==> src/design/l2_xbar_pkg.sv <==
// L2 crossbar shared definitions
// Sizes, DRAM address map and the packed request and response payloads
package l2_xbar_pkg;

  localparam int ADDR_W = 32;
  localparam int DATA_W = 32;
  localparam int STRB_W = DATA_W / 8;
  localparam int TAG_W  = 8;

  // Port layout, each tile has its bypass port first
  localparam int NUM_TILES      = 2;
  localparam int CTRL_PER_TILE  = 2;
  localparam int PORTS_PER_TILE = 1 + CTRL_PER_TILE;
  localparam int NUM_PORTS      = NUM_TILES * PORTS_PER_TILE;

  // L2 channels, the last one takes everything that misses the rules
  localparam int NUM_CHANNELS = 4;
  localparam int DEFAULT_CH   = NUM_CHANNELS - 1;
  localparam int SRC_W        = $clog2(NUM_PORTS);
  localparam int CH_W         = $clog2(NUM_CHANNELS);

  // DRAM window with one NAPOT region per non-default channel
  localparam logic [ADDR_W-1:0] DRAM_BASE = 32'h8000_0000;
  localparam int DRAM_CH_SIZE = 4096;
  localparam int DRAM_CH_LO   = $clog2(DRAM_CH_SIZE);
  localparam int DRAM_WIN_LO  = $clog2(NUM_CHANNELS * DRAM_CH_SIZE);
  localparam int SCRAMBLE_LO  = 4;

  // Channel output buffer
  localparam int PIPE_DEPTH = 2;
  localparam int PIPE_PTR_W = $clog2(PIPE_DEPTH);
  localparam int PIPE_CNT_W = $clog2(PIPE_DEPTH + 1);

  typedef logic [CH_W-1:0]  ch_idx_t;
  typedef logic [SRC_W-1:0] src_idx_t;

  typedef enum logic {
    ARB_IDLE,
    ARB_LOCKED
  } arb_state_e;

  typedef struct packed {
    logic [ADDR_W-1:0] addr;
    logic              write;
    logic [DATA_W-1:0] data;
    logic [STRB_W-1:0] strb;
    logic [TAG_W-1:0]  tag;
  } port_req_t;

  typedef struct packed {
    port_req_t req;
    src_idx_t  src;
  } ch_req_t;

  typedef struct packed {
    logic [DATA_W-1:0] data;
    logic              error;
    logic              write;
    logic [TAG_W-1:0]  tag;
    src_idx_t          src;
  } ch_rsp_t;

  typedef struct packed {
    logic [DATA_W-1:0] data;
    logic              error;
    logic              write;
    logic [TAG_W-1:0]  tag;
  } port_rsp_t;

endpackage

==> src/design/l2_route_decode.sv <==
`timescale 1ns/100ps
// L2 route decoder
// Scrambles the DRAM address of one port and picks its L2 channel
// through NAPOT rules, falling back to the default channel
module l2_route_decode (
  input  l2_xbar_pkg::port_req_t req_i,
  output l2_xbar_pkg::port_req_t req_o,
  output l2_xbar_pkg::ch_idx_t   ch_o
);

  typedef logic [l2_xbar_pkg::ADDR_W-1:0] addr_t;

  logic  in_dram;
  addr_t rule_mask;

  // ----------------------------------------
  // Address scrambling
  // ----------------------------------------
  assign in_dram =
    req_i.addr[l2_xbar_pkg::ADDR_W-1:l2_xbar_pkg::DRAM_WIN_LO] ==
    l2_xbar_pkg::DRAM_BASE[l2_xbar_pkg::ADDR_W-1:l2_xbar_pkg::DRAM_WIN_LO];

  always_comb begin
    req_o = req_i;
    // Interleave channels on low line bits inside the window
    if (in_dram) begin
      req_o.addr[l2_xbar_pkg::DRAM_CH_LO +: l2_xbar_pkg::CH_W] =
        req_i.addr[l2_xbar_pkg::SCRAMBLE_LO +: l2_xbar_pkg::CH_W];
      req_o.addr[l2_xbar_pkg::SCRAMBLE_LO +: l2_xbar_pkg::CH_W] =
        req_i.addr[l2_xbar_pkg::DRAM_CH_LO +: l2_xbar_pkg::CH_W];
    end
  end

  // ----------------------------------------
  // NAPOT channel match
  // ----------------------------------------
  assign rule_mask = {l2_xbar_pkg::ADDR_W{1'b1}} << l2_xbar_pkg::DRAM_CH_LO;

  always_comb begin
    addr_t rule_base;
    ch_o      = l2_xbar_pkg::ch_idx_t'(l2_xbar_pkg::DEFAULT_CH);
    rule_base = l2_xbar_pkg::DRAM_BASE;
    // Regions do not overlap, so at most one rule hits
    for (int c = 0; c < l2_xbar_pkg::NUM_CHANNELS - 1; c++) begin
      rule_base = l2_xbar_pkg::DRAM_BASE +
                  addr_t'(c) * addr_t'(l2_xbar_pkg::DRAM_CH_SIZE);
      if ((req_o.addr & rule_mask) == (rule_base & rule_mask)) begin
        ch_o = l2_xbar_pkg::ch_idx_t'(c);
      end
    end
  end

endmodule

==> config.mk <==
export PLATFORM = sky130hd
export DESIGN_NAME = l2_route_decode
export DESIGN_NICKNAME = d
export VERILOG_FILES = /design/src/design/l2_xbar_pkg.sv /design/src/design/l2_route_decode.sv
export SDC_FILE = /design/constraint.sdc
export NUM_CORES = 1
export LEC_CHECK = 0
export BUFFER_PORTS_ARGS = -buffer_cell sky130_fd_sc_hd__buf_2
export CORE_AREA = 2 2 60 62
export DETAILED_ROUTE_END_ITERATION = 16
export DIE_AREA = 0 0 62 64
export PLACE_DENSITY = 0.74
export SYNTH_ARGS = -nofsm -noshare
export SYNTH_HDL_FRONTEND = slang
export SYNTH_SLANG_ARGS = --single-unit
==> constraint.sdc <==
create_clock -name vclk -period 3.55
set_input_delay 0.1775 -clock vclk [all_inputs]
set_output_delay 0.1775 -clock vclk [all_outputs]
set_load 0.01 [all_outputs]
**Word level (Yosys, flattened, before mapping)**

Index checks and enable logic that the tools add are counted.

- Eq/ne operators: 4
- Mux-type cells: 5

Operators by type and width:

| kind | number |
|---|---|
| == test 20 bit (second input constant) | 3 |
| == test 18 bit (second input constant) | 1 |
| two-way mux 2 bit | 5 |

- Flip-flop bits (word level): 0
- Bits of input ports: 77
- Logic and storage cells: 9

**Longest topological paths before layout**

Gate-level depths: netlist (run 1).

- Depth in word-level cells: 6
- Gate-level depth with buffers: 5

**Least setup slack after synthesis (run 1)**

Ideal clock, no wire load.

- Path type: input port to output port
- Start point: input port req_i[64] (netlist bit)
- End point: output port req_o[49] (netlist bit)
- Arrival: 1.406 ns
- Data required time: 3.372 ns
- Path slack: 1.966 ns
- Stages: 5
- Path buffers: 1
- Cell sequence: or4_4 > nor3_2 > and4_1 > buf_6 > mux2_4

RTL lines:

| what | line | text |
|---|---|---|
| start, declared | l2_route_decode.sv:6 | `input l2_xbar_pkg::port_req_t req_i,` |
| end, declared | l2_route_decode.sv:7 | `output l2_xbar_pkg::port_req_t req_o,` |

==> impl_metrics.csv, run 1 <==
group,metric,value,unit
worst_setup_path,worstPathArrival,1.77,ns
cts,cts_resized,0,
synth,synth_top_family_by_area,"buffers and inverters",
layout,n_fill_cell,386,
place,port_buffers,46,
layout,syn_to_final_growth,-39.7,%
worst_setup_path,critPathCaptureType,"primary output",
global_route,grt_pass1_vias,290,
layout,final_cell_mix,"46 x buf_2, 4 x mux2_4, 2 x nor4_1, 2 x nand2b_1",
global_route,grt_overflow,0,
die,die_h,64,µm
drt,via_count,363,
sta,max_freq,0.514,GHz
global_route,grt_pass1_wl,1260,µm
synth,synth_nets,163,
sta,setup_viol,0,
pwr,p_leak,0.000216,µW
place,post-place-ws,1.58,ns
worst_setup_path,required,3.37,ns
sta,tightest_slew,0.323,ns
layout,final_common_cell,"buf_2",
worst_setup_path,critPathMaxFanout,6,
synth,syn_inst,86,
synth,yosys_warnings,0,
global_route,grt_max_degree,7,
pwr,peakVddDrop,0.0128,mV
layout,antennaDiodeCount,0,
die,start_util,20.8,%
layout,fin_cells,104,
global_route,grt_usage,4.04,%
sta,rsz0062_at_grt,"false",
pwr,powerDensity,96.9,nW/µm²
hold_path,min-delay-start,"req_i[23]",
run_status,status,"complete, no violations",
hold_path,hold_end,"req_o[23]",
synth,synthMuxAreaShare,8.79,%
drt,vias_per_cell,3.49,
layout,drive_above_1_share,89.7,%
hold_path,hold_class,"input port to primary output",
sta,hold_viol_final,0,
layout,final-seq-area,0,µm²
drt,drtPass1Iterations,4,
drt,ant_nets,0,
sta,final.min_clock_period,1.95,ns
synth,yosys.cell_types.count,9,
layout,nClkBuffers,0,
layout,design.seq.count,0,
sta,maxSlewViolCount,0,
sta,finalCritPeriodShare,54.8,%
sta,setup_ws,1.60,ns
place,dp.cells,104,
die,die-width,62,µm
hold_path,hold_depth,0,
place,gp_congestion,0.617,
cts,hold_buffers,0,
synth,synth_fa_ha_area_share,0,%
job,cap_violations,0,
die,fp-row-count,21,
synth,synth_compound_area_share,0,%
cts,postCtsSetupBuffers,0,
sta,fin_tns_setup,0,ns
synth,syn_area_per_cell,7.94,µm²
synth,synth_xor_area_share,0,%
layout,final_nets,137,
drt,drtIter0Drc,2,
drt,wl,1080,µm
drt,wl_per_cell,10.4,µm
die,core_area,3280,µm²
layout,multi_input_area,124,µm²
synth,synth_seq_area_share,0,%
drt,drc,0,
sta,slew_headroom,78.4,%
die,dieArea,3970,µm²
global_route,grt_antenna_before_repair,0,
worst_setup_path,critical_path_class,"input port to primary output",
synth,netlist_area,683,µm²
worst_setup_path,cp-start-kind,"input port",
synth,yosys.area_share.simple,9.34,%
die,io_pins,156,
-- cell usage after synthesis (all sizes together) --
| cell | number | area (µm²) |
|---|---|---|
| and4 | 1 | 8.76 |
| or4 | 1 | 11.3 |
| buf | 74 | 559 |
| nor3 | 1 | 10.0 |
| nor4 | 2 | 12.5 |
| nor4b | 1 | 8.76 |
| mux2 | 4 | 60.1 |
| nand2b | 2 | 12.5 |
-- where the power goes --
| group | internal, µW | leakage [µW] | switching, µW |
|---|---|---|---|
| clock | 0 | 0 | 0 |
| combinational | 21.4 | 0.000216 | 18.5 |
| sequential | 0 | 0 | 0 |
-- worst max-delay path by stage --
| stage | slack (ns) | startpoint | cells after the start | end |
|---|---|---|---|---|
| 2_1_floorplan | 1.97 | req_i[64] | 5 | req_o[49] |
| 3_3_place_gp | 1.59 | req_i[64] | 6 | req_o[50] |
| 3_5_place_dp | 1.58 | req_i[64] | 6 | req_o[58] |
| 4_1_cts | 1.58 | req_i[64] | 6 | req_o[58] |
| 5_1_grt | 1.50 | req_i[64] | 6 | req_o[49] |
| 6_report | 1.60 | req_i[64] | 6 | req_o[58] |
-- critical path: stages --
cell,delay [ns]
buf_2,0.10
or4_4,0.52
nor3_2,0.11
and4_1,0.39
mux2_4,0.33
buf_2,0.14
-- stage by stage --
step	util (%)	power (µW)	hold WS, ns	cell area [µm²]
after floorplan	-	91.3	0.447	683
after global placement	12.5	40.1	0.355	412
after detailed placement	12.5	40.8	0.355	412
after CTS	12.5	40.8	0.355	412
after global routing	12.5	43.8	0.355	412
final	12.5	39.9	0.355	412
-- kinds of logic (layout without fill, tap and decap cells) --
family,after synthesis,after routing
AND/OR/NAND/NOR,8,8
multiplexers,4,4
buffers and inverters,74,46
-- final cells by class --
type | instances | area share (%)
well taps | 46 | 14.0
repair buffers | 46 | 55.9
multi-input cells | 12 | 30.1
-- per-layer routing --
metal,GRT usage [%],vias up,routed length (µm)
li1,-,144,-
met1,3.15,153,305
met2,6.51,50,476
met3,2.23,16,221
met4,3.99,0,77
met5,0,-,0
No activity file was read; power rests on OpenSTA's default activity.
==> inputs of run 2 (changes only) <==
--- a/config.mk
+++ b/config.mk
@@ -5,11 +5,12 @@
 export SDC_FILE = /design/constraint.sdc
 export NUM_CORES = 1
 export LEC_CHECK = 0
+export ABC_AREA = 1
 export BUFFER_PORTS_ARGS = -buffer_cell sky130_fd_sc_hd__buf_2
 export CORE_AREA = 2 2 60 62
 export DETAILED_ROUTE_END_ITERATION = 16
 export DIE_AREA = 0 0 62 64
-export PLACE_DENSITY = 0.74
+export PLACE_DENSITY = 0.78
 export SYNTH_ARGS = -nofsm -noshare
 export SYNTH_HDL_FRONTEND = slang
 export SYNTH_SLANG_ARGS = --single-unit
==> constraint.sdc (replaced) <==
create_clock -name vclk -period 1.65
set_input_delay 0.0825 -clock vclk [all_inputs]
set_output_delay 0.0825 -clock vclk [all_outputs]
set_load 0.01 [all_outputs]
==> run 2 against run 1 <==
  * Synthesized area grew 6.0%
  * First-iteration DRC count grew 50%
  * Sequential cell count is the same
  * Core utilization grew 1.6 points
  * Via count grew 24%
  * Highest routed layer unchanged
==> impl_metrics.csv, run 2 <==
group,metric,value,unit
run_status,status,"complete, no violations",
global_route,grt_overflow,0,
synth,synth.area.top_cells,"buf_4 76%, nand2_1 6.2%, nor2_1 4.7%",
worst_setup_path,slowest_stage,"or2_1",
sta,tightest_slew,0.196,ns
pwr,powerDensity,197,nW/µm²
sta,slew_headroom,86.9,%
synth,yosys.cell_types.count,11,
die,core_area,3280,µm²
cts,cts_resized,0,
synth,netlist_area,724,µm²
die,die-width,62,µm
layout,nClkBuffers,0,
die,dieArea,3970,µm²
sta,whs,0.165,ns
place,dp.cells,127,
worst_setup_path,slowest_delay,0.21,ns
sta,maxSlewViolCount,0,
global_route,grt_pass1_wl,1660,µm
synth,synth_seq_area_share,0,%
synth,ys_top_cells_by_count,"73 x buf_4, 12 x nand2_1, 9 x nor2_1",
place,post-place-ws,0.526,ns
global_route,top_usage_layer,"met4",
die,fp-row-count,21,
global_route,use_met1,3.63,%
place,placed_cell_area,464,µm²
synth,syn_area_per_cell,6.71,µm²
sta,setup_ws,0.559,ns
global_route,grt_util_met2,7.42,%
synth,synth_top_area_share,75.6,%
global_route,grt.met3_usage,2.63,%
worst_setup_path,critical_path_class,"input port to primary output",
drt,drtPass1Iterations,2,
sta,fin_tns_setup,0,ns
pwr,clkPwrFrac,0,%
drt,vias_per_cell,3.54,
worst_setup_path,crit_top_cell,"buf_2",
job,cap_violations,0,
die,start_util,22.1,%
hold_path,hold_class,"input port to primary output",
layout,final_cell_area,464,µm²
pwr,swShare,52.2,%
sta,max_freq,0.917,GHz
worst_setup_path,critPathCaptureType,"primary output",
layout,final_common_cell,"buf_2",
drt,wl_per_cell,10.1,µm
worst_setup_path,cp-start-kind,"input port",
sta,hold_viol_final,0,
worst_setup_path,cp_cell_sequence,"buf_2, nor2_2, and2_4, nand3_2, or2_1, buf_2",
worst_setup_path,critPathMaxFanout,4,
worst_setup_path,required,1.57,ns
worst_setup_path,worstPathArrival,1.01,ns
drt,drc,0,
sta,final.min_clock_period,1.09,ns
global_route,grt_max_degree,7,
pwr,peakVddDrop,0.0379,mV
cts,postCtsSetupBuffers,0,
global_route,grt_usage,5.38,%
place,port_buffers,46,
drt,ant_nets,0,
layout,final_nets,160,
synth,yosysTopAreaCell,"buf_4",
pwr,p_int,43.6,µW
layout,final_cell_mix,"46 x buf_2, 12 x nand2_1, 9 x nor2_1",
layout,syn_to_final_growth,-35.9,%
layout,antennaDiodeCount,0,
cts,hold_buffers,0,
layout,fin_cells,127,
synth,yosys_warnings,0,
pwr,power.switching,47.6,µW
drt,wl,1290,µm
place,gp_congestion,0.584,
synth,syn_inst,108,
pwr,p_leak,0.000248,µW
pwr,seq_power_share,0,%
die,io_pins,156,
drt,drtIter0Drc,3,
layout,design.seq.count,0,
worst_setup_path,cp_top_family,"simple AND/OR/NAND/NOR gates",
worst_setup_path,crit_buf_inv,2,
pwr,comb_power_share,100.0,%
global_route,grt_antenna_before_repair,0,
synth,synth_nets,185,
sta,setup_viol,0,
layout,drive_above_1_share,63.0,%
global_route,grt_pass1_vias,385,
layout,final-seq-area,0,µm²
synth,synth.most_common_cell,"buf_4",
die,die_h,64,µm
sta,finalCritPeriodShare,66.1,%
sta,rsz0062_at_grt,"false",
drt,via_count,450,
==> run 2: cell types whose count changed in the layout (fill, tap and decap cells not counted), sizes merged, moves of 4 or more <==
cell and delta:
nand4 +4, nor2 +12, nand2 +12, mux2 -4
==> run 2: cell families after synthesis <==
logic type | synth area share (%)
buffers and inverters | 76.7
and+or+nand+nor | 23.3
==> run 2: final cells by class <==
cell class / instances / area [µm²]
timing repair buffer: 46 / 230
fill: 383 / 2820
multi-input combinational: 33 / 169
inverter: 2 / 7.51
tap: 46 / 57.6
==> run 2: final timing paths <==
kind / start / to / slack, ns / depth (start not counted)
max: req_i[75] / ch_o[0] / 0.56 / 6
min: req_i[14] / req_o[14] / 0.17 / 0
==> run 2: metal layers <==
layer / wire length, µm / vias to the layer above
met3: 227 / 34
met5: 0 / -
met1: 339 / 167
met2: 495 / 43
met4: 223 / 0
li1: - / 206
==> run 2: power groups by stage <==
stage	clock network [µW]	registers (µW)	logic [µW]
after CTS	0	0	93.1
after detailed placement	0	0	92.8
final	0	0	91.2
after floorplan	0	0	202
after global routing	0	0	104
after global placement	0	0	91.9
==> run 2: stage by stage <==
step	utilization, %	total power (µW)
2_1_floorplan	-	202
3_3_place_gp	14.1	91.9
3_5_place_dp	14.1	92.8
4_1_cts	14.1	93.1
5_1_grt	14.1	104
6_report	14.1	91.2
==> inputs of run 3 (changes only) <==
==> constraint.sdc (replaced) <==
create_clock -name vclk -period 0.9
set_input_delay 0.045 -clock vclk [all_inputs]
set_output_delay 0.045 -clock vclk [all_outputs]
set_load 0.01 [all_outputs]
==> run 3 against run 2 <==
  * The run now ends with negative setup slack left
  * Worst setup slack worse by 0.60 ns
  * Combinational power rose to 2.6 times the previous value
  * Via count up 11%
  * Largest power group unchanged
==> impl_metrics.csv, run 3 (synthesized netlist as in run 2, its figures left out) <==
group,metric,value,unit
layout,final-seq-area,0,µm²
sta,setup_ws,-0.0373,ns
pwr,peakVddDrop,0.0830,mV
worst_setup_path,required,0.85,ns
sta,rsz0062_at_grt,"true",
worst_setup_path,cp-start-kind,"input port",
layout,syn_to_final_growth,-11.9,%
layout,post-route-util,19.4,%
job,cap_violations,0,
die,dieArea,3970,µm²
die,die-width,62,µm
pwr,power,241,µW
place,hpwlAfterDp,1170,µm
layout,final_common_cell,"buf_2",
sta,finalCritPeriodShare,104,%
sta,final.min_clock_period,0.937,ns
layout,antennaDiodeCount,0,
place,port_buffers,46,
global_route,grt_antenna_before_repair,0,
die,die_h,64,µm
layout,design.seq.count,0,
drt,drtIter0Drc,20,
die,io_pins,156,
drt,wl,1450,µm
worst_setup_path,critPathMaxFanout,4,
die,core_area,3280,µm²
worst_setup_path,worstPathArrival,0.89,ns
global_route,grt_pass1_wl,1780,µm
drt,vias_per_cell,3.82,
worst_setup_path,critPathCaptureType,"primary output",
global_route,grt_max_degree,5,
cts,hold_buffers,0,
layout,final_cell_mix,"34 x buf_2, 11 x buf_6, 9 x nor2_4, 9 x nand2_1",
layout,final_nets,164,
hold_path,hold_class,"input port to primary output",
global_route,grt_usage,5.78,%
sta,maxSlewViolCount,0,
drt,drc,0,
pwr,p_leak,0.000303,µW
drt,via_count,500,
global_route,grt_pass1_vias,417,
die,start_util,22.1,%
worst_setup_path,critical_path_class,"input port to primary output",
sta,max_freq,1.07,GHz
place,gp_congestion,0.634,
die,fp-row-count,21,
layout,nClkBuffers,0,
run_status,status,"complete, but fails checks",
run_status,violations,"negative setup slack",
sta,slew_headroom,90.7,%
drt,wl_per_cell,11.1,µm
sta,tightest_slew,0.139,ns
global_route,grt_overflow,0,
pwr,powerDensity,377,nW/µm²
layout,fin_cells,131,
sta,hold_viol_final,0,
sta,setup_viol,4,
place,dp.cells,131,
drt,ant_nets,0,
sta,whs,0.0900,ns
drt,drtPass1Iterations,4,
layout,drive_above_1_share,78.8,%
place,post-place-ws,-0.0949,ns
run 3: worst paths after layout:
path	cells after the start	to	start	slack (ns)
max	7	ch_o[1]	req_i[66]	-0.04
min	0	req_o[14]	req_i[14]	0.09
run 3: power by group:
group          total [µW]  switching (µW)  internal (µW)
sequential              0               0              0
clock                   0               0              0
combinational         241             111            130
run 3: area by class of cell:
type,instances,area [µm²]
multi-input combinational,33,234
inverter,2,7.51
tap,46,57.6
timing repair buffer,50,339
fill,364,2650
run 3: metrics by stage:
stage                     TNS (ns)  cell area (µm²)
after global routing        -0.562              638
final                       -0.123              638
after detailed placement    -0.399              494
after global placement      -0.354              494
after CTS                   -0.140              589
after floorplan                  0              724
run 3: routing by layer:
metal | share of wire, % | track usage, %
met2 | 46 | 8.72
met1 | 22 | 3.63
met4 | 15 | 9.57
met5 | 0 | 0
met3 | 16 | 2.63
run 3: what timing repair did:
action,4_1_cts,5_1_grt
pin swaps,11,9
hold endpoints to repair,0,0
endpoints found under the setup margin,6,6
setup buffers,0,0
resized for setup,21,12
run 3: worst max-delay path, stage by stage:
cell     delay (ns)
buf_8          0.10
nor2_4         0.09
nand2_2        0.08
nor2_4         0.12
nand3_2        0.10
or2_1          0.21
buf_2          0.13
