**src/design/l2_xbar_pkg.sv**
```systemverilog
// L2 crossbar shared definitions
// Sizes, DRAM address map and the packed request and response payloads
package l2_xbar_pkg;

  localparam int ADDR_W = 32;
  localparam int DATA_W = 32;
  localparam int STRB_W = DATA_W / 8;
  localparam int TAG_W  = 8;

  // Port layout, each tile has its bypass port first
  localparam int NUM_TILES      = 2;
  localparam int CTRL_PER_TILE  = 2;
  localparam int PORTS_PER_TILE = 1 + CTRL_PER_TILE;
  localparam int NUM_PORTS      = NUM_TILES * PORTS_PER_TILE;

  // L2 channels, the last one takes everything that misses the rules
  localparam int NUM_CHANNELS = 4;
  localparam int DEFAULT_CH   = NUM_CHANNELS - 1;
  localparam int SRC_W        = $clog2(NUM_PORTS);
  localparam int CH_W         = $clog2(NUM_CHANNELS);

  // DRAM window with one NAPOT region per non-default channel
  localparam logic [ADDR_W-1:0] DRAM_BASE = 32'h8000_0000;
  localparam int DRAM_CH_SIZE = 4096;
  localparam int DRAM_CH_LO   = $clog2(DRAM_CH_SIZE);
  localparam int DRAM_WIN_LO  = $clog2(NUM_CHANNELS * DRAM_CH_SIZE);
  localparam int SCRAMBLE_LO  = 4;

  // Channel output buffer
  localparam int PIPE_DEPTH = 2;
  localparam int PIPE_PTR_W = $clog2(PIPE_DEPTH);
  localparam int PIPE_CNT_W = $clog2(PIPE_DEPTH + 1);

  typedef logic [CH_W-1:0]  ch_idx_t;
  typedef logic [SRC_W-1:0] src_idx_t;

  typedef enum logic {
    ARB_IDLE,
    ARB_LOCKED
  } arb_state_e;

  typedef struct packed {
    logic [ADDR_W-1:0] addr;
    logic              write;
    logic [DATA_W-1:0] data;
    logic [STRB_W-1:0] strb;
    logic [TAG_W-1:0]  tag;
  } port_req_t;

  typedef struct packed {
    port_req_t req;
    src_idx_t  src;
  } ch_req_t;

  typedef struct packed {
    logic [DATA_W-1:0] data;
    logic              error;
    logic              write;
    logic [TAG_W-1:0]  tag;
    src_idx_t          src;
  } ch_rsp_t;

  typedef struct packed {
    logic [DATA_W-1:0] data;
    logic              error;
    logic              write;
    logic [TAG_W-1:0]  tag;
  } port_rsp_t;

endpackage

```
**src/design/req_pipe.sv**
```systemverilog
`timescale 1ns/100ps
// Channel request buffer
// Two-entry FIFO, input ready comes from the fill level only
module req_pipe (
  input  logic                 clk_i,
  input  logic                 reset_i,
  input  logic                 in_valid_i,
  output logic                 in_ready_o,
  input  l2_xbar_pkg::ch_req_t in_i,
  output logic                 out_valid_o,
  input  logic                 out_ready_i,
  output l2_xbar_pkg::ch_req_t out_o
);

  typedef logic [l2_xbar_pkg::PIPE_PTR_W-1:0] ptr_t;
  typedef logic [l2_xbar_pkg::PIPE_CNT_W-1:0] cnt_t;

  l2_xbar_pkg::ch_req_t mem_q [l2_xbar_pkg::PIPE_DEPTH];
  ptr_t                 wr_ptr_q;
  ptr_t                 rd_ptr_q;
  cnt_t                 count_q;
  logic                 push;
  logic                 pop;

  assign in_ready_o  = count_q < cnt_t'(l2_xbar_pkg::PIPE_DEPTH);
  assign out_valid_o = count_q != '0;
  assign out_o       = mem_q[rd_ptr_q];
  assign push        = in_valid_i && in_ready_o;
  assign pop         = out_valid_o && out_ready_i;

  always_ff @(posedge clk_i) begin
    if (reset_i) begin
      wr_ptr_q <= '0;
      rd_ptr_q <= '0;
      count_q  <= '0;
    end else begin
      if (push) begin
        wr_ptr_q <= (wr_ptr_q == ptr_t'(l2_xbar_pkg::PIPE_DEPTH - 1)) ? '0 : wr_ptr_q + 1'b1;
      end
      if (pop) begin
        rd_ptr_q <= (rd_ptr_q == ptr_t'(l2_xbar_pkg::PIPE_DEPTH - 1)) ? '0 : rd_ptr_q + 1'b1;
      end
      if (push && !pop) begin
        count_q <= count_q + 1'b1;
      end else if (pop && !push) begin
        count_q <= count_q - 1'b1;
      end
    end
  end

  // Storage
  always_ff @(posedge clk_i) begin
    if (push) begin
      mem_q[wr_ptr_q] <= in_i;
    end
  end

endmodule

```
**src/design/req_switch.sv**
```systemverilog
`timescale 1ns/100ps
// Request switch
// Per channel, arbitrates the ports that target it, tags the winner
// with its port index and buffers it toward the L2 channel
module req_switch (
  input  logic                                                clk_i,
  input  logic                                                reset_i,
  input  logic                   [l2_xbar_pkg::NUM_PORTS-1:0] port_valid_i,
  input  l2_xbar_pkg::port_req_t [l2_xbar_pkg::NUM_PORTS-1:0] port_req_i,
  input  l2_xbar_pkg::ch_idx_t   [l2_xbar_pkg::NUM_PORTS-1:0] port_ch_i,
  output logic                   [l2_xbar_pkg::NUM_PORTS-1:0] port_ready_o,

  output logic                 [l2_xbar_pkg::NUM_CHANNELS-1:0] ch_req_valid_o,
  output l2_xbar_pkg::ch_req_t [l2_xbar_pkg::NUM_CHANNELS-1:0] ch_req_o,
  input  logic                 [l2_xbar_pkg::NUM_CHANNELS-1:0] ch_req_ready_i
);

  logic [l2_xbar_pkg::NUM_CHANNELS-1:0][l2_xbar_pkg::NUM_PORTS-1:0] arb_gnt;
  logic [l2_xbar_pkg::NUM_CHANNELS-1:0]                             pipe_ready;

  for (genvar c = 0; c < l2_xbar_pkg::NUM_CHANNELS; c++) begin : gen_ch
    logic [l2_xbar_pkg::NUM_PORTS-1:0] arb_req;
    l2_xbar_pkg::src_idx_t             win_idx;
    logic                              win_valid;
    l2_xbar_pkg::ch_req_t              pipe_in;

    // Ports whose decoded channel is this one
    always_comb begin
      for (int p = 0; p < l2_xbar_pkg::NUM_PORTS; p++) begin
        arb_req[p] = port_valid_i[p] && (port_ch_i[p] == l2_xbar_pkg::ch_idx_t'(c));
      end
    end

    rr_arbiter #(
      .N         (l2_xbar_pkg::NUM_PORTS)
    ) i_arb (
      .clk_i     (clk_i),
      .reset_i   (reset_i),
      .req_i     (arb_req),
      .advance_i (win_valid && pipe_ready[c]),
      .gnt_o     (arb_gnt[c]),
      .idx_o     (win_idx),
      .valid_o   (win_valid)
    );

    // Winner payload with its source port attached
    assign pipe_in = '{req: port_req_i[win_idx], src: win_idx};

    req_pipe i_pipe (
      .clk_i       (clk_i),
      .reset_i     (reset_i),
      .in_valid_i  (win_valid),
      .in_ready_o  (pipe_ready[c]),
      .in_i        (pipe_in),
      .out_valid_o (ch_req_valid_o[c]),
      .out_ready_i (ch_req_ready_i[c]),
      .out_o       (ch_req_o[c])
    );
  end

  // A port moves only when granted and the pipe has room
  always_comb begin
    port_ready_o = '0;
    for (int c = 0; c < l2_xbar_pkg::NUM_CHANNELS; c++) begin
      for (int p = 0; p < l2_xbar_pkg::NUM_PORTS; p++) begin
        port_ready_o[p] = port_ready_o[p] | (arb_gnt[c][p] & pipe_ready[c]);
      end
    end
  end

endmodule

```
**src/design/rr_arbiter.sv**
```systemverilog
`timescale 1ns/100ps
// Round-robin arbiter with grant lock
// A grant holds until advance_i, then the pointer moves past the winner
module rr_arbiter #(
  parameter int N = 4
) (
  input  logic                 clk_i,
  input  logic                 reset_i,
  input  logic [N-1:0]         req_i,
  input  logic                 advance_i,
  output logic [N-1:0]         gnt_o,
  output logic [$clog2(N)-1:0] idx_o,
  output logic                 valid_o
);

  typedef logic [$clog2(N)-1:0] idx_t;

  l2_xbar_pkg::arb_state_e state_q;
  idx_t                    ptr_q;
  idx_t                    lock_q;
  idx_t                    search_idx;
  logic                    search_hit;

  // Rotating priority search starting at the pointer
  always_comb begin
    int cand;
    search_hit = 1'b0;
    search_idx = ptr_q;
    for (int i = 0; i < N; i++) begin
      cand = (int'(ptr_q) + i) % N;
      if (!search_hit && req_i[cand]) begin
        search_hit = 1'b1;
        search_idx = idx_t'(cand);
      end
    end
  end

  always_comb begin
    if (state_q == l2_xbar_pkg::ARB_LOCKED) begin
      idx_o   = lock_q;
      valid_o = req_i[lock_q];
    end else begin
      idx_o   = search_idx;
      valid_o = search_hit;
    end
    gnt_o        = '0;
    gnt_o[idx_o] = valid_o;
  end

  always_ff @(posedge clk_i) begin
    if (reset_i) begin
      state_q <= l2_xbar_pkg::ARB_IDLE;
      ptr_q   <= '0;
      lock_q  <= '0;
    end else if (valid_o && advance_i) begin
      state_q <= l2_xbar_pkg::ARB_IDLE;
      ptr_q   <= (idx_o == idx_t'(N - 1)) ? '0 : idx_o + 1'b1;
    end else if (valid_o) begin
      // Freeze the winner while its payload waits
      state_q <= l2_xbar_pkg::ARB_LOCKED;
      lock_q  <= idx_o;
    end else begin
      state_q <= l2_xbar_pkg::ARB_IDLE;
    end
  end

endmodule

```
**config.mk**
```make
export PLATFORM = sky130hd
export DESIGN_NAME = req_switch
export DESIGN_NICKNAME = d
export VERILOG_FILES = /design/src/design/l2_xbar_pkg.sv /design/src/design/req_pipe.sv /design/src/design/req_switch.sv /design/src/design/rr_arbiter.sv
export SDC_FILE = /design/constraint.sdc
export NUM_CORES = 2
export LEC_CHECK = 0
export ABC_AREA = 1
export BUFFER_PORTS_ARGS = -buffer_cell sky130_fd_sc_hd__buf_2
export CORE_MARGIN = 3
export CORE_UTILIZATION = 40
export DETAILED_ROUTE_END_ITERATION = 12
export PLACE_DENSITY = 0.65
export SLEW_MARGIN = 15
export SYNTH_ARGS = -nofsm -noshare
export SYNTH_HDL_FRONTEND = slang
export SYNTH_HIERARCHICAL = 1
export SYNTH_SLANG_ARGS = --single-unit
```
**constraint.sdc**
```tcl
create_clock -name clk_i -period 15.3 [get_ports clk_i]
set_input_delay 1.53 -clock clk_i [delete_from_list [all_inputs] [get_ports clk_i]]
set_output_delay 1.53 -clock clk_i [all_outputs]
set_load 0.01 [all_outputs]
```
# After elaboration in Yosys (flattened, before gate mapping)
# Memories as Yosys holds them, arrays and structs flattened. A register that Yosys moved wholly into a read port is not among the register bits.
# Index checks and enable logic that the tools add are counted.
classes:
  addsub: 40
  n_div: 24
  n_lt_le_gt_ge: 40
  n_eq_ne: 22
  muxes: 192
  n_bitwise: 50
  n_reduce_logical: 118
op_table:
  columns: ["cell", "count"]
  rows:
  - ["$bmux W77 S3", 4]
  - ["$lt A32 B5 Y1 const B", 24]
  - ["$mod A32 B4 Y32 const B", 20]
  - ["$mux W77", 4]
  - ["$mod A4 B4 Y32 const B", 4]
  - ["$mux W1", 112]
  - ["$mux W3", 32]
  - ["$bmux W1 S3", 28]
  - ["$logic_and A1 B1 Y1", 68]
  - ["$add A3 B2 Y4 const B", 8]
  - ["$add A3 B3 Y4 const B", 8]
  - ["$lt A3 B4 Y1 const B", 8]
  - ["$logic_not A1 Y1", 28]
  - ["$and A1 B1 Y1", 24]
  - ["$and A6 B6 Y6", 4]
  - ["$eq A2 B2 Y1 const B", 12]
  - ["$or A1 B1 Y1", 18]
  - ["$add A3 B1 Y4 const B", 4]
  - ["$mux W2", 8]
  - ["$reduce_bool A2 Y1", 8]
  - ["$add A3 B1 Y3 const B", 4]
  - ["$demux W1 S3", 4]
  - ["$eq A2 B1 Y1 const B", 6]
  - ["$eq A3 B3 Y1 const B", 4]
  - ["9 further kinds", 42]
totals:
  regBits: 44
  ram_bits: 640
  input_bits: 486
  out_inout_bits: 330
  wordCells: 514
  memories: 4
memory_table:
  columns: ["name", "depth", "word_bits", "rd", "rd_clocked_by_memory_dff", "wr", "line", "rtl"]
  rows:
  - ["gen_ch[0].i_pipe.mem_q", 2, 80, 1, 1, 1, "req_pipe.sv:18", "l2_xbar_pkg::ch_req_t mem_q [l2_xbar_pkg::PIPE_DEPTH];"]
  - ["gen_ch[1].i_pipe.mem_q", 2, 80, 1, 1, 1, "req_pipe.sv:18", null]
  - ["gen_ch[2].i_pipe.mem_q", 2, 80, 1, 1, 1, "req_pipe.sv:18", null]
  - ["gen_ch[3].i_pipe.mem_q", 2, 80, 1, 1, 1, "req_pipe.sv:18", null]

# Logic depth before layout (Yosys ltp)
logic_depth:
  ltp_word: 31
  depth_mapped: 33
  mapped_depth_nobuf: 29

# Hierarchy
# Netlist, hierarchy kept.
modules_own_cells:
  columns: ["module", "instances", "cells_per_inst", "area_each_um2", "seq_area_each_um2"]
  rows:
  - ["req_pipe", 4, 284, 6408.6, 4904.7]
  - ["req_switch", 1, 4201, 18146.2, 0.0]
  - ["rr_arbiter", 4, 270, 1692.9, 140.1]

# Worst setup path after synthesis
# OpenSTA, ideal clock, no wires.
synth_path:
  path_type: "input to register"
  start: "in port_ch_i[7] in the netlist's numbering"
  end: "mem gen_ch[3].i_pipe/mem_q[1][0] in the netlist's numbering, enable pin"
  setup_ns: 0.520
  arrival_time_ns: 6.261
  path_slack_ns: 8.518
  stages: 14
  path_buffers: 0
  path_cell_list: "inv_1 > nor3_1 > inv_1 > o21ai_1 > nand3_1 > nand3_4 > nand2_4 > nand3_4 > nor2_8 > nand3_2 > nand2_2 > nand2_2 > nand2_1 > nor2_1"
synth_via:
  elab_chain_len: 25
  word_cells_on_any_way: 42
  classes_between: "eq/ne (1); mux (29); reduce/logical (12)"
synth_lines:
  columns: ["element", "line", "rtl"]
  rows:
  - ["from (decl)", "req_switch.sv:10", "input l2_xbar_pkg::ch_idx_t [l2_xbar_pkg::NUM_PORTS-1:0] port_ch_i,"]
  - ["$eq A2 B2 Y1 (*)", "req_switch.sv:30", "arb_req[p] = port_valid_i[p] && (port_ch_i[p] == l2_xbar_pkg::ch_idx_t'(c));"]
  - ["$logic_and A1 B1 Y1 (*)", "req_switch.sv:30", null]
  - ["net gen_ch[3].arb_req (one bit)", "req_switch.sv:22", "logic [l2_xbar_pkg::NUM_PORTS-1:0] arb_req;"]
  - ["$bmux W1 S3", "rr_arbiter.sv:31", "if (!search_hit && req_i[cand]) begin"]
  - ["$mux W1 (not written as such) (2 in a row)", "rr_arbiter.sv:31", null]
  - ["$mux W1", "rr_arbiter.sv:31", null]
  - ["$logic_not A1 Y1", "rr_arbiter.sv:31", null]
  - ["$logic_and A1 B1 Y1", "rr_arbiter.sv:31", null]
  - ["(+10 left out)", null, null]
  - ["$logic_not A1 Y1", "rr_arbiter.sv:31", null]
  - ["$logic_and A1 B1 Y1", "rr_arbiter.sv:31", null]
  - ["$mux W1", "rr_arbiter.sv:31", null]
  - ["$mux W1 (*)", "rr_arbiter.sv:39", "if (state_q == l2_xbar_pkg::ARB_LOCKED) begin"]
  - ["net gen_ch[3].win_valid", "req_switch.sv:24", "logic win_valid;"]
  - ["$logic_and A1 B1 Y1 (*)", "req_pipe.sv:28", "assign push = in_valid_i && in_ready_o;"]
  - ["$mux W1 (*)", "req_pipe.sv:53", "if (push) begin"]
  - ["$mux W1 (not written as such) (*)", "req_pipe.sv:54", "mem_q[wr_ptr_q] <= in_i;"]
  - ["to (decl)", "req_pipe.sv:18", null]
# The timed path passes the listed nets; every way through them passes the cells marked *. The select of a mux whose other input is x is not followed.

==> summary.txt <==
Setup path
  • Crit path largest cell delay: 610 ps
  • CP required: 13,770 ps
  • Worst setup SP type: input port
  • Worst Path Max Fanout: around 110
  • CP endpoint kind: output pin
  • Crit path cell chain: buf_2 -> inv_1 -> nor3_1 -> inv_1 -> o21ai_0 -> nand3_1 -> o21ai_1 -> nor2_4 -> nand3_1 -> inv_1 -> nor2_1 -> nand2_1 -> nand2_1 -> nand3_2 -> nand2_8 -> inv_2 -> nor4_2 -> nand2_1 -> nand4_1 -> buf_2
  • Crit path buf inv count: 6
  • Worst Path Arrival: 5240 ps
  • Delay-heaviest family, CP: simple AND/OR/NAND/NOR gates
  • Slowest CP cell: nor3_1
  • Critical path class: in -> out

Die
  • Die Area: roughly 130,000 µm²
  • Horiz. Die Dim: 362 µm
  • CORE AREA: 125,000 µm²
  • Starting Density: 40.6%
  • Die Span Y: about 360 µm
  • IO Count: 816
  • # rows: between 100 and 150

Final layout
  • Nets: 7,520
  • Area Overhead vs Synth: 14.1%
  • Share of cells above drive strength 1: 22.9%

Synthesis
  • EDFF count, synth: 640
  • Post-Syn Area: 50,600 µm²
  • #FFs+latches synth: 688
  • Synth warn: 6
  • Top-area cell type share of the netlist area: 38.0%
  • Synth cell count leaders: nand2_1 (2,800), nand3_1 (720), edfxtp_1 (640), inv_1 (583), mux2_4 (320)
  • Mapped Nets: 6,947
  • Mean Syn Cell Area: 7.88 µm²
  • Top cells by area, synth: edfxtp_1 (38%), nand2_1 (21%), mux2_4 (9.5%), nand3_1 (7.1%), o211ai_1 (4.6%)
  • Synth async-reset ratio: 0%
  • Gate count of the mapped netlist: between 6,000 and 7,000
  • Most frequent cell after synthesis: nand2_1
  • Netlist cell types: 40
  • Sequential element share of the synthesized area: between 30 and 40%
  • Largest area contributor in the netlist: edfxtp_1
  • Dominant synthesized flop cell: edfxtp_1

Placed design
  • Routability cong.: 0.911
  • Number of port buffers: 815
  • HPWL after DPL: around 140,000 µm

Clock tree
  • Root Buffer: clkbuf_16
  • Post-cts resize count: 0
  • CTS tree: built
  • Clk sinks: 688
  • Cts hold-fix bufs: 0
  • Setup Buffers After CTS: 0
  • H-tree depth: 3
  • Max Root-Sink Buffers: 3
  • Reg clk slew, reported paths: 50 ps
  • CTS buffer count: 84
  • Clock Latency Late Sink: 730 ps

Detailed routing
  • Starting DRT DRC Count: 6,164
  • Vias per cell: about 5.7
  • Drt total wl: 217,000 µm
  • DR WL/cell: 24.9 µm
  • Pre-Repair DR Iteration Count: 9
  • DRC Markers: 0
  • Via count: about 50,000
  • Post-route ant nets: 0

Global routing
  • Initial antenna violation count: 45
  • Gr usage total: 31.8%
  • Total grt overflow: 0
  • Largest net degree at the start of global routing: 205
  • Vias in the first global route: 46,400
  • First-pass GRT wire length: 309,000 µm

STA
  • Worst slew pin tran: between 1000 and 1500 ps
  • Setup violations, final: 0
  • Achievable Freq: 148 MHz
  • Unrepaired setup endpoints after global routing: false
  • Slew Limit Fails: 0
  • Fin Hold WS: 493 ps
  • Layout Skew: 41.5 ps
  • Post-layout min period: 6770 ps
  • Final worst-path cycle share: about 44%
  • Final Hold Viols: 0
  • Max_slew headroom: 18.1%
  • Setup TNS: 0 ps

Hold path
  • Worst Hold Class: reg -> reg

Flow run
  • Max Cap Viol: 0

Status
  • Status: completed
kinds of logic after synthesis:
kind of cell / count (synthesis) / share of synthesized area, %
flip-flops: 688 / 39.9
XOR/XNOR: 4 / 0.0693
multiplexers: 320 / 9.50
AND/OR/NAND/NOR: 3854 / 32.9
adder cells (fa/ha/maj): 44 / 1.09
buffers and inverters: 1031 / 9.75
AO/OA/AOI/OAI: 476 / 6.80
state kept, by name, indices dropped and copies added (netlist names), named ones only:
name,count
gen_ch.i_arb/lock_q,12
gen_ch.i_arb/state_q,4
gen_ch.i_pipe/count_q,8
gen_ch.i_pipe/wr_ptr_q,4
gen_ch.i_pipe/mem_q,640
gen_ch.i_pipe/rd_ptr_q,4
gen_ch.i_arb/ptr_q,12
through the flow:
step / worst slack [ps] / utilization [%] / cell area [µm²] / instances
3_3_place_gp: 8170 / 44.0 / 54800 / 8541
2_1_floorplan: 8520 / - / 50600 / 6417
4_1_cts: 8490 / 46.3 / 57600 / 8691
3_5_place_dp: 8120 / 44.0 / 54800 / 8541
5_1_grt: 8110 / 46.3 / 57700 / 8697
6_report: 8530 / 46.3 / 57700 / 8715
final timing paths:
| check | endpoint | depth (start not counted) | from | slack (ps) |
|---|---|---|---|---|
| setup / recovery | port_ready_o[1] | 20 | port_ch_i[4] | 8530 |
| hold / removal | gen_ch[3].i_pipe/rd_ptr_q | 2 | gen_ch[3].i_pipe/rd_ptr_q | 490 |
| setup reg to reg | gen_ch[0].i_pipe/mem_q[0][33] | 26 | gen_ch[0].i_arb/ptr_q[1] | 8900 |
| hold reg to reg | gen_ch[3].i_pipe/rd_ptr_q | 2 | gen_ch[3].i_pipe/rd_ptr_q | 490 |
tightest hold or removal path: stages (launching register included):
cell and delay [ps]:
dfxtp_1 320, a21oi_1 50, nor2_1 80
metal layers:
layer	share of wire (%)	wire length [µm]	track usage, %	vias up
met2	44	96400	49.8	3339
met5	0.094	203	0	-
met3	12	26000	8.93	722
met1	38	81600	39.8	22900
li1	-	-	-	22300
met4	5.9	12800	17.3	32
cells in the final DEF, fill, tap and decap left out, types with 13 or more instances in the layout:
master        n
nand4_1      46
clkinv_2     13
nand2_1    2800
nor3_1       40
nand2_4      40
inv_1       583
buf_4        55
nor2_1       56
mux2_4      320
o21ai_1      28
clkbuf_16    84
nand3_2      32
clkinv_1     15
ha_1         44
o21ai_0      48
dfxtp_1      44
diode_2      24
edfxtp_1    640
a21oi_2      20
inv_2        48
nand2_2      64
o211ai_1    308
buf_2       815
nand3_1     720
nor2_4       16
a21oi_1      44
final cells by class:
type                       instances  area (µm²)
tap                             1637        2050
fill                           12100       66900
clock buffer                      92        2140
clock inverter                    58         722
multi-input combinational       4698       25500
sequential                       688       20200
inverter                         647        2480
timing repair buffer             871        4510
antenna                           24        60.1
Power is left out: the tool's default activity adds up to more than one toggle a clock period on the data nets, which glitch-free logic cannot reach.
